$ cat config.mk
export PLATFORM = sky130hd
export DESIGN_NAME = dualIssueDatapath
export DESIGN_NICKNAME = d
export VERILOG_FILES = /design/src/dualIssuePkg.sv /design/src/laneDecode.sv /design/src/laneExecute.sv /design/src/laneRetire.sv /design/src/regFile.sv /design/src/dualIssueDatapath.sv
export SDC_FILE = /design/constraint.sdc
export NUM_CORES = 2
export LEC_CHECK = 0
export BUFFER_PORTS_ARGS = -buffer_cell sky130_fd_sc_hd__buf_2
export CAP_MARGIN = 20
export CELL_PAD_IN_SITES_DETAIL_PLACEMENT = 0
export CELL_PAD_IN_SITES_GLOBAL_PLACEMENT = 1
export CORE_AREA = 2 2 468 586
export DETAILED_ROUTE_END_ITERATION = 12
export DIE_AREA = 0 0 470 588
export GPL_TIMING_DRIVEN = 0
export PLACE_DENSITY_LB_ADDON = 0.3
export REMOVE_ABC_BUFFERS = 1
export SKIP_LAST_GASP = 1
export SLEW_MARGIN = 20
export SYNTH_ARGS = -nofsm -noshare
export SYNTH_HDL_FRONTEND = slang
export SYNTH_SLANG_ARGS = --single-unit
$ cat constraint.sdc
create_clock -name clk -period 11.18 [get_ports clk]
set_clock_uncertainty 0.1 [all_clocks]
set_input_delay 2.795 -clock clk [delete_from_list [all_inputs] [get_ports clk]]
set_output_delay 2.795 -clock clk [all_outputs]
set_load 0.01 [all_outputs]
$ cat src/dualIssuePkg.sv
/* Shared widths, word types and control encodings for the two-lane datapath.
   Every lane module and the register file refer to these by scoped name */
package dualIssuePkg;

    localparam int DataWidth    = 32;
    localparam int RegAddrWidth = 5;
    localparam int NumRegs      = 32;

    typedef logic [DataWidth-1:0]    word_t;
    typedef logic [31:0]             instr_t;
    typedef logic [RegAddrWidth-1:0] regAddr_t;

    // addi x0, x0, 0
    localparam instr_t NopInstr = 32'h0000_0013;

    // Immediate layout selected in decode
    typedef enum logic [1:0] {
        IMM_I = 2'b00,
        IMM_S = 2'b01,
        IMM_U = 2'b10
    } immSrc_t;

    typedef enum logic [2:0] {
        ALU_ADD = 3'b000,
        ALU_SUB = 3'b001,
        ALU_AND = 3'b010,
        ALU_OR  = 3'b011,
        ALU_XOR = 3'b100,
        ALU_SLT = 3'b101
    } aluOp_t;

    // Operand source in execute
    typedef enum logic [1:0] {
        FWD_RF  = 2'b00,
        FWD_WB  = 2'b01,
        FWD_MEM = 2'b10
    } forwardSel_t;

    // Value written back to the register file
    typedef enum logic [1:0] {
        RES_ALU = 2'b00,
        RES_MEM = 2'b01,
        RES_IMM = 2'b10
    } resultSrc_t;

endpackage

$ cat src/laneDecode.sv
/* Decode stage of one lane. Captures the instruction with its controls,
   splits out the register fields and builds the I, S or U immediate */
`timescale 1ns/1ps

module laneDecode #(
    parameter dualIssuePkg::instr_t ResetInstr = dualIssuePkg::NopInstr
) (
    input  logic                     clk,
    input  logic                     reset,
    input  dualIssuePkg::instr_t     instr_i,
    input  logic                     stall_i,
    input  logic                     flush_i,
    input  dualIssuePkg::immSrc_t    immSrc_i,
    input  logic                     aluSrc_i,
    input  dualIssuePkg::aluOp_t     aluOp_i,
    input  dualIssuePkg::resultSrc_t resultSrc_i,
    input  logic                     regWrite_i,
    output dualIssuePkg::regAddr_t   rs1_o,
    output dualIssuePkg::regAddr_t   rs2_o,
    output dualIssuePkg::regAddr_t   rd_o,
    output dualIssuePkg::word_t      imm_o,
    output logic                     aluSrc_o,
    output dualIssuePkg::aluOp_t     aluOp_o,
    output dualIssuePkg::resultSrc_t resultSrc_o,
    output logic                     regWrite_o
);

    dualIssuePkg::instr_t  instrD;
    dualIssuePkg::immSrc_t immSrcD;

    // Flush turns the slot into a bubble that never writes back
    always_ff @(posedge clk) begin
        if (reset || flush_i) begin
            instrD      <= ResetInstr;
            immSrcD     <= dualIssuePkg::IMM_I;
            aluSrc_o    <= 1'b0;
            aluOp_o     <= dualIssuePkg::ALU_ADD;
            resultSrc_o <= dualIssuePkg::RES_ALU;
            regWrite_o  <= 1'b0;
        end else if (!stall_i) begin
            instrD      <= instr_i;
            immSrcD     <= immSrc_i;
            aluSrc_o    <= aluSrc_i;
            aluOp_o     <= aluOp_i;
            resultSrc_o <= resultSrc_i;
            regWrite_o  <= regWrite_i;
        end
    end

    assign rs1_o = instrD[19:15];
    assign rs2_o = instrD[24:20];
    assign rd_o  = instrD[11:7];

    // Sign bit is always instr[31]
    always_comb begin
        case (immSrcD)
            dualIssuePkg::IMM_I: imm_o = {{20{instrD[31]}}, instrD[31:20]};
            dualIssuePkg::IMM_S: imm_o = {{20{instrD[31]}}, instrD[31:25], instrD[11:7]};
            dualIssuePkg::IMM_U: imm_o = {instrD[31:12], 12'b0};
            default:             imm_o = '0;
        endcase
    end

endmodule

$ cat src/laneExecute.sv
/* Execute stage of one lane. Registers the decoded operands, picks forwarded
   values from the lane's own M and W stages and runs the ALU */
`timescale 1ns/1ps

module laneExecute (
    input  logic                      clk,
    input  logic                      reset,
    input  logic                      flush_i,
    input  logic                      stallD_i,
    input  dualIssuePkg::word_t       rs1Data_i,
    input  dualIssuePkg::word_t       rs2Data_i,
    input  dualIssuePkg::word_t       imm_i,
    input  dualIssuePkg::regAddr_t    rd_i,
    input  logic                      aluSrc_i,
    input  dualIssuePkg::aluOp_t      aluOp_i,
    input  dualIssuePkg::resultSrc_t  resultSrc_i,
    input  logic                      regWrite_i,
    input  dualIssuePkg::forwardSel_t forwardA_i,
    input  dualIssuePkg::forwardSel_t forwardB_i,
    input  dualIssuePkg::word_t       fwdMem_i,
    input  dualIssuePkg::word_t       fwdWb_i,
    output dualIssuePkg::word_t       aluResult_o,
    output dualIssuePkg::word_t       writeData_o,
    output dualIssuePkg::word_t       immE_o,
    output dualIssuePkg::regAddr_t    rdE_o,
    output dualIssuePkg::resultSrc_t  resultSrcE_o,
    output logic                      regWriteE_o,
    output logic                      zero_o
);

    dualIssuePkg::word_t  rs1DataE;
    dualIssuePkg::word_t  rs2DataE;
    dualIssuePkg::word_t  srcA;
    dualIssuePkg::word_t  srcB;
    logic                 aluSrcE;
    dualIssuePkg::aluOp_t aluOpE;

    // A stalled decode stays put, so execute sees a bubble instead of a copy
    always_ff @(posedge clk) begin
        if (reset || flush_i || stallD_i) begin
            aluSrcE      <= 1'b0;
            aluOpE       <= dualIssuePkg::ALU_ADD;
            resultSrcE_o <= dualIssuePkg::RES_ALU;
            regWriteE_o  <= 1'b0;
        end else begin
            aluSrcE      <= aluSrc_i;
            aluOpE       <= aluOp_i;
            resultSrcE_o <= resultSrc_i;
            regWriteE_o  <= regWrite_i;
        end
    end

    always_ff @(posedge clk) begin
        rs1DataE <= rs1Data_i;
        rs2DataE <= rs2Data_i;
        immE_o   <= imm_i;
        rdE_o    <= rd_i;
    end

    always_comb begin
        case (forwardA_i)
            dualIssuePkg::FWD_MEM: srcA = fwdMem_i;
            dualIssuePkg::FWD_WB:  srcA = fwdWb_i;
            default:               srcA = rs1DataE;
        endcase
    end

    // Forwarded B doubles as store data
    always_comb begin
        case (forwardB_i)
            dualIssuePkg::FWD_MEM: writeData_o = fwdMem_i;
            dualIssuePkg::FWD_WB:  writeData_o = fwdWb_i;
            default:               writeData_o = rs2DataE;
        endcase
    end

    assign srcB = aluSrcE ? immE_o : writeData_o;

    always_comb begin
        case (aluOpE)
            dualIssuePkg::ALU_ADD: aluResult_o = srcA + srcB;
            dualIssuePkg::ALU_SUB: aluResult_o = srcA - srcB;
            dualIssuePkg::ALU_AND: aluResult_o = srcA & srcB;
            dualIssuePkg::ALU_OR:  aluResult_o = srcA | srcB;
            dualIssuePkg::ALU_XOR: aluResult_o = srcA ^ srcB;
            dualIssuePkg::ALU_SLT:
                aluResult_o = dualIssuePkg::word_t'($signed(srcA) < $signed(srcB));
            default:               aluResult_o = '0;
        endcase
    end

    // Zero flag for beq/bne style checks
    assign zero_o = (aluResult_o == '0);

endmodule

$ cat src/laneRetire.sv
/* Memory and writeback stages of one lane. Provides the M-stage forward value
   and the final writeback result and register write port */
`timescale 1ns/1ps

module laneRetire (
    input  logic                     clk,
    input  logic                     reset,
    input  dualIssuePkg::word_t      aluResult_i,
    input  dualIssuePkg::word_t      writeData_i,
    input  dualIssuePkg::word_t      imm_i,
    input  dualIssuePkg::regAddr_t   rd_i,
    input  dualIssuePkg::resultSrc_t resultSrc_i,
    input  logic                     regWrite_i,
    input  dualIssuePkg::word_t      readData_i,
    output dualIssuePkg::word_t      aluResultM_o,
    output dualIssuePkg::word_t      writeDataM_o,
    output dualIssuePkg::word_t      fwdMem_o,
    output dualIssuePkg::word_t      resultW_o,
    output dualIssuePkg::regAddr_t   rdM_o,
    output dualIssuePkg::regAddr_t   rdW_o,
    output logic                     regWriteW_o
);

    dualIssuePkg::word_t      immM;
    dualIssuePkg::resultSrc_t resultSrcM;
    logic                     regWriteM;
    dualIssuePkg::word_t      aluResultW;
    dualIssuePkg::word_t      readDataW;
    dualIssuePkg::word_t      immW;
    dualIssuePkg::resultSrc_t resultSrcW;

    always_ff @(posedge clk) begin
        if (reset) begin
            resultSrcM  <= dualIssuePkg::RES_ALU;
            regWriteM   <= 1'b0;
            resultSrcW  <= dualIssuePkg::RES_ALU;
            regWriteW_o <= 1'b0;
        end else begin
            resultSrcM  <= resultSrc_i;
            regWriteM   <= regWrite_i;
            resultSrcW  <= resultSrcM;
            regWriteW_o <= regWriteM;
        end
    end

    always_ff @(posedge clk) begin
        aluResultM_o <= aluResult_i;
        writeDataM_o <= writeData_i;
        immM         <= imm_i;
        rdM_o        <= rd_i;
        aluResultW   <= aluResultM_o;
        readDataW    <= readData_i;
        immW         <= immM;
        rdW_o        <= rdM_o;
    end

    // Load data is not back yet in M, so only ALU or immediate can forward
    assign fwdMem_o = (resultSrcM == dualIssuePkg::RES_IMM) ? immM : aluResultM_o;

    always_comb begin
        case (resultSrcW)
            dualIssuePkg::RES_MEM: resultW_o = readDataW;
            dualIssuePkg::RES_IMM: resultW_o = immW;
            default:               resultW_o = aluResultW;
        endcase
    end

endmodule

$ cat src/regFile.sv
/* Shared register file for both lanes. Four read ports and two write ports,
   lane 2 is younger and wins a same-register write, reads see same-cycle writes */
`timescale 1ns/1ps

module regFile (
    input  logic                   clk,
    input  logic                   reset,
    input  dualIssuePkg::regAddr_t raddr1A_i,
    input  dualIssuePkg::regAddr_t raddr1B_i,
    input  dualIssuePkg::regAddr_t raddr2A_i,
    input  dualIssuePkg::regAddr_t raddr2B_i,
    output dualIssuePkg::word_t    rdata1A_o,
    output dualIssuePkg::word_t    rdata1B_o,
    output dualIssuePkg::word_t    rdata2A_o,
    output dualIssuePkg::word_t    rdata2B_o,
    input  logic                   we1_i,
    input  dualIssuePkg::regAddr_t waddr1_i,
    input  dualIssuePkg::word_t    wdata1_i,
    input  logic                   we2_i,
    input  dualIssuePkg::regAddr_t waddr2_i,
    input  dualIssuePkg::word_t    wdata2_i
);

    // x0 has no storage
    dualIssuePkg::word_t regs [1:dualIssuePkg::NumRegs-1];

    // Same priority as the write merge below
    function automatic dualIssuePkg::word_t readPort(input dualIssuePkg::regAddr_t addr);
        if (addr == '0)
            return '0;
        else if (we2_i && waddr2_i == addr)
            return wdata2_i;
        else if (we1_i && waddr1_i == addr)
            return wdata1_i;
        else
            return regs[addr];
    endfunction

    always_ff @(posedge clk) begin
        if (reset) begin
            for (int i = 1; i < dualIssuePkg::NumRegs; i++) begin
                regs[i] <= '0;
            end
        end else begin
            if (we1_i && waddr1_i != '0)
                regs[waddr1_i] <= wdata1_i;
            // Later assignment overrides lane 1 on a shared rd
            if (we2_i && waddr2_i != '0)
                regs[waddr2_i] <= wdata2_i;
        end
    end

    always_comb begin
        rdata1A_o = readPort(raddr1A_i);
        rdata1B_o = readPort(raddr1B_i);
        rdata2A_o = readPort(raddr2A_i);
        rdata2B_o = readPort(raddr2B_i);
    end

endmodule

$ cat src/dualIssueDatapath.sv
/* Two-lane execution datapath. Each lane runs decode, execute and retire
   side by side, and the shared register file joins their reads and writes */
`timescale 1ns/1ps

module dualIssueDatapath #(
    parameter dualIssuePkg::instr_t ResetInstr = dualIssuePkg::NopInstr
) (
    input  logic                      clk,
    input  logic                      reset,
    // Decode cycle
    input  dualIssuePkg::instr_t      instr1_i,
    input  dualIssuePkg::instr_t      instr2_i,
    input  dualIssuePkg::immSrc_t     immSrc1_i,
    input  dualIssuePkg::immSrc_t     immSrc2_i,
    input  logic                      aluSrc1_i,
    input  logic                      aluSrc2_i,
    input  dualIssuePkg::aluOp_t      aluOp1_i,
    input  dualIssuePkg::aluOp_t      aluOp2_i,
    input  dualIssuePkg::resultSrc_t  resultSrc1_i,
    input  dualIssuePkg::resultSrc_t  resultSrc2_i,
    input  logic                      regWrite1_i,
    input  logic                      regWrite2_i,
    input  logic                      stallD1_i,
    input  logic                      stallD2_i,
    input  logic                      flushD1_i,
    input  logic                      flushD2_i,
    // Execute cycle
    input  dualIssuePkg::forwardSel_t forwardA1_i,
    input  dualIssuePkg::forwardSel_t forwardA2_i,
    input  dualIssuePkg::forwardSel_t forwardB1_i,
    input  dualIssuePkg::forwardSel_t forwardB2_i,
    input  logic                      flushE1_i,
    input  logic                      flushE2_i,
    // Memory cycle
    input  dualIssuePkg::word_t       readDataM1_i,
    input  dualIssuePkg::word_t       readDataM2_i,
    output logic                      zeroE1_o,
    output logic                      zeroE2_o,
    output dualIssuePkg::word_t       aluResultM1_o,
    output dualIssuePkg::word_t       aluResultM2_o,
    output dualIssuePkg::word_t       writeDataM1_o,
    output dualIssuePkg::word_t       writeDataM2_o,
    output dualIssuePkg::regAddr_t    rdM1_o,
    output dualIssuePkg::regAddr_t    rdM2_o,
    output dualIssuePkg::word_t       resultW1_o,
    output dualIssuePkg::word_t       resultW2_o,
    output dualIssuePkg::regAddr_t    rdW1_o,
    output dualIssuePkg::regAddr_t    rdW2_o,
    output logic                      regWriteW1_o,
    output logic                      regWriteW2_o
);

    dualIssuePkg::regAddr_t   rs1D1, rs2D1, rdD1, rdE1;
    dualIssuePkg::regAddr_t   rs1D2, rs2D2, rdD2, rdE2;
    dualIssuePkg::word_t      immD1, rs1Data1, rs2Data1, aluResultE1, writeDataE1, immE1;
    dualIssuePkg::word_t      immD2, rs1Data2, rs2Data2, aluResultE2, writeDataE2, immE2;
    dualIssuePkg::word_t      fwdMem1, fwdMem2;
    dualIssuePkg::aluOp_t     aluOpD1, aluOpD2;
    dualIssuePkg::resultSrc_t resultSrcD1, resultSrcD2, resultSrcE1, resultSrcE2;
    logic                     aluSrcD1, aluSrcD2;
    logic                     regWriteD1, regWriteD2, regWriteE1, regWriteE2;

    // Lane 1, older in program order
    laneDecode #(.ResetInstr(ResetInstr)) i_decode1 (
        .clk(clk), .reset(reset), .instr_i(instr1_i),
        .stall_i(stallD1_i), .flush_i(flushD1_i),
        .immSrc_i(immSrc1_i), .aluSrc_i(aluSrc1_i), .aluOp_i(aluOp1_i),
        .resultSrc_i(resultSrc1_i), .regWrite_i(regWrite1_i),
        .rs1_o(rs1D1), .rs2_o(rs2D1), .rd_o(rdD1), .imm_o(immD1),
        .aluSrc_o(aluSrcD1), .aluOp_o(aluOpD1),
        .resultSrc_o(resultSrcD1), .regWrite_o(regWriteD1)
    );

    laneExecute i_execute1 (
        .clk(clk), .reset(reset), .flush_i(flushE1_i), .stallD_i(stallD1_i),
        .rs1Data_i(rs1Data1), .rs2Data_i(rs2Data1), .imm_i(immD1), .rd_i(rdD1),
        .aluSrc_i(aluSrcD1), .aluOp_i(aluOpD1),
        .resultSrc_i(resultSrcD1), .regWrite_i(regWriteD1),
        .forwardA_i(forwardA1_i), .forwardB_i(forwardB1_i),
        .fwdMem_i(fwdMem1), .fwdWb_i(resultW1_o),
        .aluResult_o(aluResultE1), .writeData_o(writeDataE1), .immE_o(immE1),
        .rdE_o(rdE1), .resultSrcE_o(resultSrcE1), .regWriteE_o(regWriteE1),
        .zero_o(zeroE1_o)
    );

    laneRetire i_retire1 (
        .clk(clk), .reset(reset),
        .aluResult_i(aluResultE1), .writeData_i(writeDataE1), .imm_i(immE1),
        .rd_i(rdE1), .resultSrc_i(resultSrcE1), .regWrite_i(regWriteE1),
        .readData_i(readDataM1_i),
        .aluResultM_o(aluResultM1_o), .writeDataM_o(writeDataM1_o),
        .fwdMem_o(fwdMem1), .resultW_o(resultW1_o),
        .rdM_o(rdM1_o), .rdW_o(rdW1_o), .regWriteW_o(regWriteW1_o)
    );

    // Lane 2, younger in program order
    laneDecode #(.ResetInstr(ResetInstr)) i_decode2 (
        .clk(clk), .reset(reset), .instr_i(instr2_i),
        .stall_i(stallD2_i), .flush_i(flushD2_i),
        .immSrc_i(immSrc2_i), .aluSrc_i(aluSrc2_i), .aluOp_i(aluOp2_i),
        .resultSrc_i(resultSrc2_i), .regWrite_i(regWrite2_i),
        .rs1_o(rs1D2), .rs2_o(rs2D2), .rd_o(rdD2), .imm_o(immD2),
        .aluSrc_o(aluSrcD2), .aluOp_o(aluOpD2),
        .resultSrc_o(resultSrcD2), .regWrite_o(regWriteD2)
    );

    laneExecute i_execute2 (
        .clk(clk), .reset(reset), .flush_i(flushE2_i), .stallD_i(stallD2_i),
        .rs1Data_i(rs1Data2), .rs2Data_i(rs2Data2), .imm_i(immD2), .rd_i(rdD2),
        .aluSrc_i(aluSrcD2), .aluOp_i(aluOpD2),
        .resultSrc_i(resultSrcD2), .regWrite_i(regWriteD2),
        .forwardA_i(forwardA2_i), .forwardB_i(forwardB2_i),
        .fwdMem_i(fwdMem2), .fwdWb_i(resultW2_o),
        .aluResult_o(aluResultE2), .writeData_o(writeDataE2), .immE_o(immE2),
        .rdE_o(rdE2), .resultSrcE_o(resultSrcE2), .regWriteE_o(regWriteE2),
        .zero_o(zeroE2_o)
    );

    laneRetire i_retire2 (
        .clk(clk), .reset(reset),
        .aluResult_i(aluResultE2), .writeData_i(writeDataE2), .imm_i(immE2),
        .rd_i(rdE2), .resultSrc_i(resultSrcE2), .regWrite_i(regWriteE2),
        .readData_i(readDataM2_i),
        .aluResultM_o(aluResultM2_o), .writeDataM_o(writeDataM2_o),
        .fwdMem_o(fwdMem2), .resultW_o(resultW2_o),
        .rdM_o(rdM2_o), .rdW_o(rdW2_o), .regWriteW_o(regWriteW2_o)
    );

    // Write port 2 belongs to the younger lane
    regFile i_regFile (
        .clk(clk), .reset(reset),
        .raddr1A_i(rs1D1), .raddr1B_i(rs2D1), .raddr2A_i(rs1D2), .raddr2B_i(rs2D2),
        .rdata1A_o(rs1Data1), .rdata1B_o(rs2Data1),
        .rdata2A_o(rs1Data2), .rdata2B_o(rs2Data2),
        .we1_i(regWriteW1_o), .waddr1_i(rdW1_o), .wdata1_i(resultW1_o),
        .we2_i(regWriteW2_o), .waddr2_i(rdW2_o), .wdata2_i(resultW2_o)
    );

endmodule

# == After elaboration in Yosys (flattened, before gate mapping) ==
# Memories as Yosys holds them, arrays and structs flattened. A register that Yosys moved wholly into a read port is not among the register bits.
# Index checks and enable logic that the tools add are counted.
# totals
register_bits,714
latch_bits,0
ram_bits,992
rom_bits,0
inputBits,162
out_inout_bits,216
wordCells,175
mem_count,1
# op_classes
n_addsub,4
multipliers,0
n_div,0
order_cmp,2
eq_ne,36
shifts,0
n_mux,44
bitwise_logic,6
n_reduce_logical,30
# mem_list
name,depth,word_bits,read_ports,rd_clocked_by_memory_dff,write_ports,line,rtl
i_regFile.regs,31,32,4,4,31,regFile.sv:25,dualIssuePkg::word_t regs [1:dualIssuePkg::NumRegs-1];
# ops
operator,n
$mux 32,14
$pmux 32 s2,6
$pmux 32 s6,2
$pmux 32 s3,2
$add 32x32->32,2
$and 32x32->32,2
$logic_not 32->1,2
$lt 32x32->1,2
$or 32x32->32,2
$reduce_or 32->1,2
$sub 32x32->32,2
$xor 32x32->32,2
$mux 5,10
$eq 5x5->1,8
$eq 2x2->1 const B,10
$logic_not 5->1,4
$eq 2x1->1 const B,8
$eq 3x2->1 const B,4
$eq 3x3->1 const B,4
$logic_and 1x1->1,10
$mux 1,10
$reduce_bool 5->1,2
$eq 3x1->1 const B,2
$logic_not 3->1,2
other kinds (2),8

# == Depth between registers and ports, before layout ==
# logic_depth
ltp_word,7
mapped_depth,25
mapped_depth_nobuf,23

# == By module ==
# Synthesis repeated with hierarchy kept, for this count alone.
# unflattened
cells_unflattened,9340
hier_area_um2,110333.3
# by_module_without_submodules
mod,instances,cells_each,area_each_um2,seq_area_each_um2
regFile,1,5663,77331.7,30749.5
laneRetire,2,364,5371.4,4164.0
laneExecute at i_execute2,1,1330,9544.2,2162.1
laneExecute at i_execute1,1,1279,9356.5,2162.1
laneDecode,2,170,1679.1,680.7

# == Worst setup path before layout ==
# No wires, ideal clock.
# synth_timing
path_type,input to output
start,input port forwardB1_i[0]
end,output port zeroE1_o
arrival_ns,7.502
required_ns,8.285
slack_ns,0.783
path_stages,20
path_buffers,2
path_cell_list,inv_1 -> ha_1 -> clkbuf_1 -> clkbuf_1 -> nor2_1 -> a21oi_1 -> o21a_1 -> inv_1 -> fa_1 -> o21ba_1 -> or4_4 -> a311oi_4 -> nor4_2 -> o31ai_4 -> nor4_2 -> o31ai_2 -> o211ai_1 -> or4_1 -> or4_1 -> nor4_2
# synth_via
elab_chain_len,6
word_cells_on_any_way,12
# synth_rtl
item,line,rtl
"start, declared",dualIssueDatapath.sv:30,"input dualIssuePkg::forwardSel_t forwardB1_i,"
$eq 2x1->1 or $eq 2x2->1 (tied branches),laneExecute.sv:70,case (forwardB_i)
$pmux 32 s2 (*),laneExecute.sv:70,
$mux 32 (*),laneExecute.sv:77,assign srcB = aluSrcE ? immE_o : writeData_o;
$sub 32x32->32 (tied with other cells),laneExecute.sv:82,dualIssuePkg::ALU_SUB: aluResult_o = srcA - srcB;
$pmux 32 s6 (*),laneExecute.sv:80,case (aluOpE)
via aluResultE1[22],dualIssueDatapath.sv:55,"dualIssuePkg::word_t immD1, rs1Data1, rs2Data1, aluResultE1, writeDataE1, immE1;"
$logic_not 32->1 (*),laneExecute.sv:93,assign zero_o = (aluResult_o == '0);
"end, declared",dualIssueDatapath.sv:37,"output logic zeroE1_o,"
# Mark *: on every way through the listed nets, which the timed path passes. The rest lies on a longest branch.

# == Final worst setup path ==
# Ends and elaborated chain as after synthesis.

==> summary.md <==
| Metric | Value |
|---|---|
| Status | finished with violations |
| Failing checks | setup timing |
| Critical path buffers and inverters | 6 |
| Root Driver | clkbuf_16 |
| Reg2reg path depth | 22 |
| Worst Tran Pin Value | 1.264 ns |
| Commonest cells after routing, fill and taps aside | mux4_2 (1,282), edfxtp_1 (1,024), o22ai_1 (909) |
| Mux share of post-synthesis cell area | between 20 and 30% |
| Combinational power share | 33.5% |
| Post-DR wirelength/cell | 42.29 um |
| Number of hold violations in the final report | 0 |
| Critical path endpoint category | primary output |
| Final Slew Violations | 0 |
| CTS Hold Bufs | 0 |
| Worst-Skew Late Latency | just over 0.9 ns |
| Post-Synthesis Mean Instance Area | roughly 12 sq um |
| Share of the synthesized area in the top cell type | approximately 29% |
| Final period util | 101.6% |
| Max reg flops | 1,024 |
| Post-synthesis xor/xnor area fraction | less than 1% |
| Top reg by flops | i_regFile.regs |
| Critical path startpoint category | input pin |
| Peak VDD IR | about 0.13 mV |
| Placer's final routability congestion estimate | 0.9640 |
| P&R area growth vs syn | 16.34% |
| Compound-cell area share of the yosys netlist | around 15% |
| Leading area contributor after synthesis | edfxtp_1 |
| CTS Buffer Depth | 4 |
| Initial antenna violation count | 28 |
| Adder-cell share of the synthesized area | between 2 and 3% |
| Initial Util | about two fifths |
| Post-synthesis cell type count | just under 100 |
| H-tree level count | 4 |
| Fraction of registers with async set/reset | 0% |
| Share of cells above drive strength 1 | 30.77% |
| Post-Syn Instances | 8,900 |
| PD cells | around 170 mW/mm^2 |
| Synth Area in Simple Gates | under 10% |
| DR vias | 91,543 |
| Hold path endpoint | i_retire2.rdM_o[2] |
| Max_slew headroom | between 10% and 20% |
| Synth top area cells | edfxtp_1 (29%), mux4_2 (27%), dfxtp_1 (13%) |
| CP Max Fanout | 26 |
| Critical-path cell list | buf_2, inv_1, ha_4, buf_12, clkbuf_16, nor2_1, a21oi_1, o21ai_1, ha_4, inv_1, a21oi_1, a41oi_2, nand4b_1, a31oi_4, o41ai_2, a32o_1, or3_1, or4_4, nor4_4, buf_2 |
| Sequential fraction of the synthesis area | a little over two fifths |
| Reg clk slew, reported paths | roughly 0.060 ns |
| Cell Count Post-Placement | 12,086 |
| Min-delay src | i_execute2.rdE_o[2] |
| YS warnings | 0 |
| GRT overflow | 0 |
| Post-synth EDFFs | 1,024 |
| FP Rows | 214 |
| Fin nets | between 9,000 and 10,000 |
| Critical path class | input pin to primary output |
| Inserted Clock Buffers | around 180 |
| Share of power burned in registers | 36.3% |
| Via density | 7.331 |
| Max Clock Freq | 0.08801 GHz |
| Sw Pwr | 8.136 mW |
| Fillers | around 24,000 |
| Most common cell after layout, fill and taps aside | mux4_2 |
| Critical path data arrival time | about 8.5 ns |
| Worst Slack Setup Final | -0.1818 ns |
| Largest family of logic cells by synthesized area | multiplexers |
| Sw Share | a little under two fifths |
| Largest stage delay, worst path | 0.58 ns |
| FF-to-FF setup slack | between 4 and 5 ns |
| I/O pin count | roughly 380 |
| Pint | between 10 and 15 mW |
| Final non-filler cell total | 12,487 |
| Final wirelength | between 500,000 and 600,000 um |
| HPWL after DPL | between 300,000 and 400,000 um |
| P_leak | between 40 and 50 nW |
| Die X | ~470 um |
| Largest net degree at the start of global routing | 57 |
| Register bit total from synthesis | ~1,700 |
| RR Endpoint | i_retire2.aluResultM_o[30] |
| Post-route ant nets | 0 |
| Chip Height | 588 um |
| Detailed Route Iter0 Violations | between 10,000 and 15,000 |
| GRT Overall Usage | a little under two fifths |
| TritonRoute pass-1 iters | 8 |
| HP Class | flop to flop |
| Max capacitance violation total | 0 |
| Clock share of power | between 30 and 40% |
| Sink Count | roughly 1,700 |
| First-pass GRT wire length | a little over 700,000 um |
| CORE AREA | about 0.27 sq mm |
| CTS tree | yes |
| Worst path top cell family by delay | compound AO/OA/AOI/OAI gates |
| Hold path cells | 0 |
| Min Clock Period, post-route | 11.36 ns |
| Setup TNS Final | -0.1818 ns |
| Drc violations | 0 |
| Die footprint | 0.2764 sq mm |
| Synthesized area | roughly 0.11 sq mm |
| Final setup vio count | 1 |
| Slowest CP cell | nand4b_1 |
| Port Buffer Count | about 360 |
| Vias in the first global route | between 80,000 and 90,000 |
| Total Power | between 20 and 25 mW |
| Ys flop type | edfxtp_1 |
| RR Startpoint | i_retire2.resultSrcW[0] |
| Req. time, crit path | 8.29 ns |
## Yosys cell counts (19+ instances only)
| cell type | count |
|---|---|
| mux4_2 | 1282 |
| edfxtp_1 | 1024 |
| o22ai_1 | 909 |
| clkbuf_1 | 822 |
| dfxtp_1 | 720 |
| nor2_1 | 479 |
| nand2_1 | 430 |
| inv_1 | 378 |
| a21oi_1 | 342 |
| o21ai_0 | 318 |
| a211oi_1 | 285 |
| ha_1 | 214 |
| a22oi_1 | 197 |
| buf_1 | 192 |
| nor2b_1 | 191 |
| nand3_1 | 137 |
| o21a_1 | 96 |
| mux2i_1 | 89 |
| a21o_1 | 73 |
| mux2_2 | 69 |
| o211ai_1 | 61 |
| nor3_1 | 56 |
| nor4_1 | 42 |
| xor2_1 | 34 |
| and2_1 | 30 |
| xnor2_1 | 27 |
| nand2b_1 | 24 |
| a31oi_1 | 22 |
| nand4_1 | 21 |
| o21bai_1 | 21 |
| o31ai_1 | 21 |
| and3_1 | 19 |
## power groups by stage
stage,Combinational (mW),Clock [mW],Sequential (mW)
floorplan,3.64,0,7.78
global placement,6.30,0,8.06
detailed placement,6.52,0,7.89
CTS,6.78,6.46,7.75
global route,7.35,6.67,7.81
finish,7.18,6.47,7.78
## stage by stage
stage | utilization, % | area (sq um) | hold WS [ns] | setup WS (ns)
2_1_floorplan | - | 104000 | 0.2096 | -1.335
3_3_place_gp | 40.69 | 110300 | 0.2106 | -9.030
3_5_place_dp | 43.35 | 117500 | 0.2136 | -1.262
4_1_cts | 46.06 | 124800 | 0.1931 | 0.01176
5_1_grt | 46.24 | 125300 | 0.2056 | -0.005475
6_report | 46.26 | 125300 | 0.1882 | -0.1818
## metal layers
layer,share of wire [%],track usage (%),vias to the layer above
li1,-,-,35256
met1,32,42.26,45772
met2,44,56.74,8138
met3,14,12.33,2367
met4,11,30.64,10
met5,0.024,0.2059,-
## cells by family after synthesis
family | Yosys count
AOI/OAI and AO/OA | 2521
xor gates and xnor gates | 61
adders and majority gates | 218
buffers and inverters | 1411
DFF | 1744
muxes | 1440
other | 1
and+or+nand+nor | 1504
## area by class of cell
| class | count | area (sq um) | area share, % |
|---|---|---|---|
| clock buffers | 234 | 5167 | 4.123 |
| flip-flops and latches | 1744 | 45260 | 36.11 |
| well taps | 3564 | 4459 | 3.558 |
| inverters | 386 | 1449 | 1.156 |
| diodes | 15 | 37.54 | 0.02995 |
| repair buffers | 678 | 8583 | 6.848 |
| clock inverters | 90 | 923.4 | 0.7367 |
| multi-input cells | 5776 | 59460 | 47.44 |
## how the worst max path moves through the flow
stage	slack [ns]	from	endpoint	cells past startpoint
2_1_floorplan	-1.33	flop	i_execute1.rs1DataE[0]	7
3_3_place_gp	-9.03	flop	i_execute1.rs1DataE[29]	7
3_5_place_dp	-1.26	forwardB2_i[0]	zeroE2_o	21
4_1_cts	0.01	forwardB2_i[0]	zeroE2_o	20
5_1_grt	-0.005	forwardB1_i[0]	zeroE1_o	22
6_report	-0.18	forwardB1_i[0]	zeroE1_o	20
## repair_timing
item                       CTS  global route
buffers inserted            47            11
gates cloned                 2             1
setup endpoints to repair    2             2
pin swaps                   24            22
gates resized for setup    145            93
No activity file was read; power rests on OpenSTA's default activity.
